--- src/logic/mulCtrlPkg.sv ---
package mulCtrlPkg;

    // sequencer phases
    // one add phase and one shift phase per multiplier bit
    typedef enum logic [1:0] {
        phIdle,   // product valid, waiting for go
        phAdd,    // conditional add of the multiplicand
        phShift   // shift carry, hi and lo right by one
    } mulPhase;

    // command from the sequencer to the datapath
    // at most one bit is set in any cycle
    typedef struct packed {
        logic load;       // capture operands, clear hi and carry
        logic addStep;    // add multiplicand into hi when lo[0] is set
        logic shiftStep;  // {carry, hi, lo} >> 1
    } mulCmd;

endpackage

--- src/logic/mulDataPkg.sv ---
package mulDataPkg;

    // operand width of the package types
    // the top level WIDTH parameter has to agree with this
    localparam int DATA_W = 32;
    localparam int PROD_W = 2 * DATA_W;

    // unsigned multiplicand / multiplier word
    typedef logic [DATA_W-1:0] operand;

    // the product register split in two
    // hi holds the running sum and ends up as the upper product
    // lo starts as the multiplier, bits fall out of bit 0 one per shift,
    // and the lower product bits fill in from the top
    typedef struct packed {
        logic [DATA_W-1:0] hi;  // running sum
        logic [DATA_W-1:0] lo;  // multiplier, then low product
    } prodHalves;

    // same 64 bits read two ways
    // full for the result and the shift step,
    // halves for the add step and the operand load
    typedef union packed {
        logic [PROD_W-1:0] full;
        prodHalves         halves;
    } prodWord;

endpackage

--- src/logic/mulControl.sv ---
`timescale 1ns/1ps

module mulControl
    import mulCtrlPkg::*;
#(
    parameter int WIDTH = 32
) (
    input  logic  start,
    input  logic  rstN,
    input  logic  go,
    output mulCmd cmd,
    output logic  finish
);

    // counter has to hold WIDTH itself after the last shift
    localparam int CNT_W = $clog2(WIDTH + 1);
    localparam logic [CNT_W-1:0] LAST_BIT = CNT_W'(WIDTH - 1);
    localparam logic [CNT_W-1:0] MAX_CNT  = CNT_W'(WIDTH);

    mulPhase          phase;
    logic [CNT_W-1:0] bitCnt;  // completed bits
    logic             accept;

    // go only counts while idle, a busy unit drops it
    assign accept = go && (phase == phIdle);

    // command decode straight from the phase
    // load goes out in the same cycle go is seen
    always_comb begin
        cmd           = '0;
        cmd.load      = accept;
        cmd.addStep   = (phase == phAdd);
        cmd.shiftStep = (phase == phShift);
    end

    always_ff @(posedge start) begin
        if (!rstN) begin
            phase  <= phIdle;
            bitCnt <= '0;
            finish <= 1'b1;  // idle out of reset, product reads zero
        end else begin
            case (phase)
                phIdle: begin
                    if (accept) begin
                        phase  <= phAdd;  // first add on the next edge
                        bitCnt <= '0;
                        finish <= 1'b0;
                    end
                end
                phAdd: begin
                    phase <= phShift;
                end
                phShift: begin
                    bitCnt <= bitCnt + 1'b1;
                    if (bitCnt == LAST_BIT) begin
                        // last shift lands on this edge, result is complete
                        phase  <= phIdle;
                        finish <= 1'b1;
                    end else begin
                        phase <= phAdd;
                    end
                end
                default: begin
                    phase  <= phIdle;  // unused encoding
                    finish <= 1'b1;
                end
            endcase
        end
    end

    // bit counter stops at WIDTH and is only cleared by the next load
    assert property (@(posedge start) disable iff (!rstN)
        bitCnt <= MAX_CNT)
        else $error("mulControl: bit counter past WIDTH");

    // finish is its own register, it must track the idle phase
    assert property (@(posedge start) disable iff (!rstN)
        finish == (phase == phIdle))
        else $error("mulControl: finish out of step with phase");

    // datapath relies on a single action per edge
    assert property (@(posedge start) disable iff (!rstN)
        $onehot0(cmd))
        else $error("mulControl: more than one command bit set");

endmodule

--- src/logic/productAccum.sv ---
`timescale 1ns/1ps

module productAccum
    import mulDataPkg::*, mulCtrlPkg::*;
#(
    parameter int WIDTH = 32
) (
    input  logic               start,
    input  logic               rstN,
    input  mulCmd              cmd,
    input  logic [WIDTH-1:0]   a,
    input  logic [WIDTH-1:0]   b,
    output logic [2*WIDTH-1:0] prod
);

    // the product register is the package union, so its width is fixed
    if (WIDTH != DATA_W) begin : gWidthCheck
        $error("productAccum: WIDTH must equal mulDataPkg::DATA_W");
    end

    logic [WIDTH-1:0] mcand;    // multiplicand, held for the whole run
    prodWord          prodReg;  // {hi, lo}
    logic             carry;    // carry out of the last add
    logic [WIDTH:0]   sumExt;   // hi + multiplicand with carry

    assign sumExt = {1'b0, prodReg.halves.hi} + {1'b0, mcand};

    always_ff @(posedge start) begin
        if (!rstN) begin
            mcand   <= '0;
            prodReg <= '0;
            carry   <= 1'b0;
        end else if (cmd.load) begin
            mcand             <= a;
            prodReg.halves.hi <= '0;  // sum starts at zero
            prodReg.halves.lo <= b;   // multiplier goes in low half
            carry             <= 1'b0;
        end else if (cmd.addStep) begin
            // current multiplier bit sits at lo[0]
            if (prodReg.halves.lo[0]) begin
                {carry, prodReg.halves.hi} <= sumExt;
            end else begin
                carry <= 1'b0;  // nothing added, no carry to shift in
            end
        end else if (cmd.shiftStep) begin
            // carry drops into the top of hi, lo[0] falls off the bottom
            prodReg.full <= {carry, prodReg.full[2*WIDTH-1:1]};
            carry        <= 1'b0;
        end
    end

    assign prod = prodReg.full;

    // multiplicand is loaded once per run and never touched by add or shift
    assert property (@(posedge start) disable iff (!rstN)
        !cmd.load |=> $stable(mcand))
        else $error("productAccum: multiplicand changed without a load");

endmodule

--- src/logic/shiftAddMul.sv ---
`timescale 1ns/1ps

module shiftAddMul
    import mulDataPkg::*, mulCtrlPkg::*;
#(
    parameter int WIDTH = 32
) (
    input  logic    start,
    input  logic    rstN,
    input  logic    go,      // one cycle strobe, taken only while finish is high
    input  operand  a,       // multiplicand
    input  operand  b,       // multiplier
    output prodWord p,
    output logic    finish   // idle and product valid
);

    mulCmd cmd;  // sequencer to datapath

    // phase sequencing, never looks at the data
    mulControl #(
        .WIDTH (WIDTH)
    ) uControl (
        .start  (start),
        .rstN   (rstN),
        .go     (go),
        .cmd    (cmd),
        .finish (finish)
    );

    // operand registers, adder and shifting product
    productAccum #(
        .WIDTH (WIDTH)
    ) uAccum (
        .start (start),
        .rstN  (rstN),
        .cmd   (cmd),
        .a     (a),
        .b     (b),
        .prod  (p.full)  // full view out, halves stay inside
    );

endmodule

--- config.mk ---
export PLATFORM = sky130hd
export DESIGN_NAME = shiftAddMul
export DESIGN_NICKNAME = d
export VERILOG_FILES = /design/src/logic/mulCtrlPkg.sv /design/src/logic/mulDataPkg.sv /design/src/logic/mulControl.sv /design/src/logic/productAccum.sv /design/src/logic/shiftAddMul.sv
export SDC_FILE = /design/constraint.sdc
export NUM_CORES = 1
export LEC_CHECK = 0
export BUFFER_PORTS_ARGS = -buffer_cell sky130_fd_sc_hd__clkbuf_2
export CAP_MARGIN = 20
export CELL_PAD_IN_SITES_DETAIL_PLACEMENT = 1
export CELL_PAD_IN_SITES_GLOBAL_PLACEMENT = 1
export CORE_MARGIN = 2
export CORE_UTILIZATION = 44
export DETAILED_ROUTE_END_ITERATION = 10
export HOLD_SLACK_MARGIN = 0.12
export PLACE_DENSITY_LB_ADDON = 0.1
export SKIP_LAST_GASP = 1
export SLEW_MARGIN = 30
export SYNTH_ARGS = -nofsm -noshare
export SYNTH_HDL_FRONTEND = slang
export SYNTH_HIERARCHICAL = 1
export SYNTH_SLANG_ARGS = --single-unit
--- constraint.sdc ---
create_clock -name start -period 3.4 [get_ports start]
set_input_delay 0.51 -clock start [delete_from_list [all_inputs] [get_ports start]]
set_output_delay 0.51 -clock start [all_outputs]
set_load 0.01 [all_outputs]
# Yosys cells after proc, flatten, opt, wreduce, memory -nomap -nowiden
# Cells that the tools add are included.
[classes] n_addsub=2 eq_ne=7 muxes=16 n_bitwise=2 n_reduce_logical=10
[ops] op="$mux W32" n=4
[ops] op="$mux W64" n=1
[ops] op="$add A32 B32 Y33" n=1
[ops] op="$pmux W6 S2" n=1
[ops] op="$ne A2 B1 Y1 const B" n=4
[ops] op="$add A6 B1 Y6 const B" n=1
[ops] op="$eq A6 B5 Y1 const B" n=1
[ops] op="$mux W1" n=6
[ops] op="$mux W6" n=1
[ops] op="$pmux W2 S3" n=1
[ops] op="$reduce_and A2 Y1" n=3
[ops] op="$reduce_bool A2 Y1" n=3
[ops] op="$pmux W1 S3" n=1
[ops] op="$reduce_and A3 Y1" n=1
[ops] op="$eq A2 B1 Y1 const B" n=1
[ops] op="$eq A2 B2 Y1 const B" n=1
[ops] op="$logic_not A2 Y1" n=1
[ops] op="$mux W2" n=1
[ops] op="$not A1 Y1" n=2
[ops] op="$reduce_or A2 Y1" n=1
[ops] op="$logic_and A1 B1 Y1" n=1
[totals] regBits=106 out_inout_bits=65

# Depth between registers and ports, before layout
# Gate-level depths: netlist of the first run.
[logic_depth] word_depth=4 depth_mapped=10 mapped_depth_nobuf=9

# Cells and area by module
# Netlist of the first run, hierarchy kept.
[modules_own_cells] mod="productAccum" instances=1 cells_each=754 area_each_um2=5924.4 seq_area_each_um2=1941.9
[modules_own_cells] mod="mulControl" instances=1 cells_each=50 area_each_um2=465.4 seq_area_each_um2=180.2

# Worst setup path before layout of the first run
# Ideal clock, no wire load.
[synth_path] path_type="input to register" from="in go" to="reg uAccum.mcand[0]" setup_ps=116 arrival_ps=2302 required_time_ps=3284 setup_slack_ps=982 path_stages=9 path_cell_list="or3b_1 > buf_2 > inv_1 > buf_4 > clkbuf_1 > clkbuf_1 > clkbuf_1 > mux2i_1 > nor2b_1"
[synth_via] elab_chain_len=1
[synth_lines] item="start: declaration" line_no="shiftAddMul.sv:10" source="input logic go,"
[synth_lines] item="$logic_and A1 B1 Y1" line_no="mulControl.sv:25" source="assign accept = go && (phase == phIdle);"
[synth_lines] item="named net uControl.accept" line_no="mulControl.sv:22" source="logic accept;"
[synth_lines] item="end signal: assignment" line_no="productAccum.sv:30" source="mcand <= '0;"
[synth_lines] item="end signal: assignment" line_no="productAccum.sv:34" source="mcand <= a;"
[synth_lines] item="end: declaration" line_no="productAccum.sv:21" source="logic [WIDTH-1:0] mcand;"
# The timed path passes the listed nets, and every way through them passes these cells.
# A chain may end at the register's enable or synchronous reset.

==> flow_metrics.tcl, run 1 <==
set metrics [dict create \
    drt_iter0_drc 441 \
    die-area_um2 15500 \
    synth_async_sr_flop_share_pct 0 \
    cts_resized 0 \
    layout.cells.non_filler 1097 \
    synth_cells 804 \
    tns_ns 0 \
    cts_root_buffer "clkbuf_16" \
    wire_per_inst_um 18.7 \
    tightest_slew_ns 0.822 \
    dr.pass1.iters 4 \
    coreArea_um2 14400 \
    antenna_found_initial 0 \
    initial_core_util_pct 44.5 \
    synth.cell_area_um2 6390 \
    fmax_mhz 340 \
    cts_tree "built" \
    final.min_clock_period_ns 2.94 \
    grt_max_degree 81 \
    hold_class "input pin to flop" \
    avgSynthCellArea_um2 7.95 \
    drc 0 \
    drtAntennaViolNets 0 \
    fin_area_um2 7480 \
    ys_types 64 \
    maxSlewHeadroom_pct 45.1 \
    crit_type "flop to flop" \
    dp_hpwl_mm 15.0 \
    cts_max_level 3 \
    setup_viol 0 \
    syn_to_final_growth_pct 17.0 \
    start_kind "flop" \
    period_share_pct 86.4 \
    cts_sinks 106 \
    post_cts_buffers 0 \
    post_dp_cell_area_um2 7200 \
    ctsHoldBuffers 0 \
    gp_congestion 0.949 \
    fin_skew_ns 0.00814 \
    grt_setup_unrepaired "no" \
    vias_per_cell 5.80 \
    worstPathMaxFanout 13 \
    die_x_um 125 \
    grt_pass1_vias 6532 \
    slew_viol_final 0 \
    seq_area_frac_synth_pct 33.2 \
    cp-end-kind "flop" \
    required_ns 3.63 \
    cts_inserted_buffers 9 \
    nets 1009 \
    synth_ff_type "dfxtp_1" \
    port_buffers 131 \
    status "finished, final reports clean" \
    cp.arrival_ns 3.17 \
    placedCellCount 1081 \
    grt_usage_pct 26.3 \
    die_y_um 125 \
    rows 44 \
    p_leak_nw 3.21 \
    power.density_nw_per_um2 388 \
    num_vias 6360 \
    antenna_cells 0 \
    ys_ff_latch 106 \
    path_clk_slew_ns 0.07 \
    grt_pass1_wl_mm 33.4 \
    yosysWarnings 6 \
    drv_cap 0 \
    ioPinCount 132 \
    syn_nets 905 \
    mostFrequentLayoutCells "131 x clkbuf_2, 116 x nand2_1, 115 x a21oi_1" \
    grt_overflow_total 0 \
    drt-total-wl_mm 20.5 \
    drive_gt1_share_pct 18.7 \
    clkLatencyLatePin_ns 0.36 \
    peakVddDrop_uv 289 \
    hold_viol_final 0 \
    synth_edf_count 0 \
    final_common_cell "clkbuf_2" \
    max-clock-path-buffers 2 \
]
## registers in the layout (all words and copies together), names as in the netlist
register / cells
uControl/phase: 2
uAccum/prod: 64
uControl/bitCnt: 6
uAccum/carry: 1
uControl/finish: 1
uAccum/mcand: 32
## routing by layer
metal | up-vias | global-route usage [%] | share of wire [%]
met5 | - | 0 | 0
met4 | 0 | 10.6 | 3.1
met3 | 44 | 5.41 | 5.2
met2 | 169 | 42.2 | 45
met1 | 3066 | 34.7 | 46
li1 | 3081 | - | -
## path summary, 6_finish.rpt
check	start	end	slack, ns	cells after the start
max	uControl/phase[0]	uAccum/prod[42]	0.46	6
min	a[0]	uAccum/mcand[0]	0.41	3
min reg2reg	uControl/bitCnt[5]	uControl/bitCnt[5]	0.49	2
max reg2reg	uControl/phase[0]	uAccum/prod[42]	0.46	6
## Yosys cell counts, drive strengths merged, types with 7 or more instances
master	n	area, µm²
nand3	15	75.1
nor2	38	143
buf	8	41.3
clkbuf	41	155
a211oi	16	125
xnor2	8	70.1
dfxtp	106	2120
mux2i	41	410
a21oi	116	584
o221ai	10	87.6
ha	33	413
a21o	15	113
nand2	116	435
o21ai	22	110
xor2	11	96.3
nor3	10	50.1
nand4	11	68.8
nor2b	70	438
and3	10	62.6
a22oi	9	67.6
inv	14	52.6
o21bai	7	52.6
## power breakdown
group	leakage (nW)	total, W	internal (W)	switching [W]
Sequential	0.865	0.00136	0.00131	0.0000557
Combinational	2.20	0.000529	0.000213	0.000316
Clock	0.139	0.00101	0.000519	0.000490
Total	3.21	0.00290	0.00204	0.000862
## critical path, cell delays in order, from the launching register on
cell      delay (ns)
dfxtp_1         0.42
and2b_1         0.36
clkinv_1        0.46
nand2_1         0.63
nand2_1         0.53
o32ai_1         0.31
a211oi_1        0.09
## area by class of cell
class	count	area, µm²
Fill cell	1788	6890
Multi-Input combinational cell	634	4030
Sequential cell	106	2120
Timing Repair Buffer	142	763
Clock buffer	10	239
Tap cell	184	230
Inverter	15	57.6
Clock inverter	6	40.0
## logic make-up (layout without fill, tap and decap cells)
group | after synthesis | in the layout | synth area share (%)
muxes | 42 | 42 | 6.60
xor gates and xnor gates | 19 | 19 | 2.60
and+or+nand+nor | 297 | 297 | 22.9
buffers and inverters | 64 | 173 | 3.96
adders and majority gates | 34 | 34 | 6.78
AOI/OAI and AO/OA | 242 | 242 | 24.0
DFF | 106 | 106 | 33.2
## metrics by stage
step                      total power (W)  worst slack [ns]  utilization [%]  hold slack [ns]
after floorplan                   0.00173             0.982                -            0.453
after global placement            0.00189             0.614             50.1            0.467
after detailed placement          0.00192             0.551             50.1            0.483
after CTS                         0.00293             0.505             52.0            0.397
after global routing              0.00304             0.399             52.0            0.421
final                             0.00290             0.462             52.0            0.409
(Power assumes the default switching activity.)
==> run 2: changes to the inputs <==
- CELL_PAD_IN_SITES_DETAIL_PLACEMENT: 1 -> 0
- CELL_PAD_IN_SITES_GLOBAL_PLACEMENT: 1 -> 2
- CORE_UTILIZATION: 44 -> 35
- CTS_BUF_LIST: default -> sky130_fd_sc_hd__clkbuf_4 sky130_fd_sc_hd__clkbuf_8
==> run 2 against run 1 <==
Against the previous run:
- first-iteration DRC count increased by 14%
- utilization is 10 points lower
- fmax rose by 9.0%
- die area rose by 25%
- final area hardly changed
- critical path type unchanged
==> flow_metrics.tcl, run 2 (synthesized netlist as in run 1, its figures left out) <==
set metrics [dict create \
    status "finished, final reports clean" \
    rows 49 \
    reg2reg_from "uAccum/prod[33]" \
    multiInputGateArea_um2 4020 \
    cts_root_buffer "clkbuf_8" \
    cts_max_level 3 \
    start_kind "flop" \
    placedCellCount 1134 \
    final_common_cell "clkbuf_2" \
    cts_resized 0 \
    r2r_cells 8 \
    cp-startpoint "uAccum/prod[33]" \
    post_cts_buffers 0 \
    required_ns 3.69 \
    ioPinCount 132 \
    grt_overflow_total 0 \
    cts_tree "built" \
    final.min_clock_period_ns 2.70 \
    largest_reg_flops 64 \
    slew_viol_final 0 \
    worstPathMaxFanout 5 \
    fin_skew_ns 0.00820 \
    wire_per_inst_um 17.4 \
    max-clock-path-buffers 2 \
    dr.pass1.iters 6 \
    setup_viol 0 \
    layout.cells.non_filler 1150 \
    fmax_mhz 371 \
    grt_usage_pct 20.3 \
    grt_setup_unrepaired "no" \
    hold_viol_final 0 \
    gp_congestion 0.926 \
    cts_inserted_buffers 9 \
    initial_core_util_pct 35.6 \
    crit_type "flop to flop" \
    nets 1017 \
    grt_pass1_vias 5777 \
    drive_gt1_share_pct 19.3 \
    antenna_cells 0 \
    maxSlewHeadroom_pct 53.7 \
    register_area_um2 2120 \
    path_clk_slew_ns 0.11 \
    hold_class "input pin to flop" \
    grt_max_degree 68 \
    coreArea_um2 18000 \
    drt_iter0_drc 502 \
    cts_sinks 106 \
    ctsHoldBuffers 0 \
    reg2reg_setup_slack_ns 0.70 \
    die_y_um 139 \
    drv_cap 0 \
    cp.arrival_ns 2.99 \
    drc 0 \
    tns_ns 0 \
    tightest_slew_ns 0.687 \
    syn_to_final_growth_pct 17.1 \
    num_vias 6204 \
    power.density_nw_per_um2 358 \
    mostFrequentLayoutCells "131 x clkbuf_2, 116 x nand2_1, 115 x a21oi_1" \
    grt_pass1_wl_mm 31.7 \
    port_buffers 131 \
    power_w 0.00268 \
    dp_hpwl_mm 15.0 \
    drtAntennaViolNets 0 \
    r2r_end "uAccum/prod[45]" \
    die-area_um2 19400 \
    peakVddDrop_uv 198 \
    antenna_found_initial 0 \
    vias_per_cell 5.39 \
    die_x_um 139 \
    clkLatencyLatePin_ns 0.40 \
    cp-end-kind "flop" \
    fillers 1852 \
    period_share_pct 79.3 \
    cp-endpoint "uAccum/prod[45]" \
    drt-total-wl_mm 20.1 \
    p_leak_nw 3.19 \
    hp-start "b[5]" \
]
## run 2: worst min-delay path by stage
| stage | endpoint | depth (start not counted) | slack (ns) |
|---|---|---|---|
| floorplan | uControl/bitCnt[5] | 2 | 0.45 |
| global placement | uControl/bitCnt[5] | 2 | 0.47 |
| detailed placement | uControl/bitCnt[5] | 2 | 0.48 |
| CTS | uAccum/prod[0] | 3 | 0.34 |
| global route | uAccum/prod[8] | 3 | 0.33 |
| finish | uAccum/prod[5] | 3 | 0.36 |
## run 2: critical path, cell delays in order (launching register included)
cell and delay [ns]:
dfxtp_1 0.45, ha_1 0.28, a211o_1 0.29, a21oi_1 0.30, a21boi_0 0.19, o21ai_0 0.57, o21ai_0 0.22, xnor2_1 0.20
a21oi_1 0.09
## run 2: power by group
| part | internal, W | total (W) | switching, W |
|---|---|---|---|
| Clock | 0.000280 | 0.000793 | 0.000513 |
| Combinational | 0.000217 | 0.000525 | 0.000308 |
| Sequential | 0.00131 | 0.00136 | 0.0000553 |
## run 2: routing by layer
metal	vias to the layer above	track usage (%)	routed length, µm
li1	3095	-	-
met1	2888	29.8	9820
met2	202	29.6	8610
met3	19	5.11	1330
met4	0	4.78	302
met5	-	0	0
## run 2: final cells by class
class                   count  share of cell area [%]
clock buffers               9                    1.66
clock inverters             7                   0.803
inverters                  15                   0.769
multi-input cells         634                    53.8
flip-flops and latches    106                    28.4
well taps                 229                    3.83
repair buffers            150                    10.8
## run 2: through the flow
stage | area, µm² | worst slack [ns] | hold slack (ns) | utilization, %
floorplan | 6390 | 0.982 | 0.453 | -
global placement | 7300 | 0.811 | 0.465 | 40.6
detailed placement | 7300 | 0.774 | 0.482 | 40.6
CTS | 7480 | 0.719 | 0.340 | 41.7
global route | 7480 | 0.467 | 0.329 | 41.7
finish | 7480 | 0.704 | 0.356 | 41.7
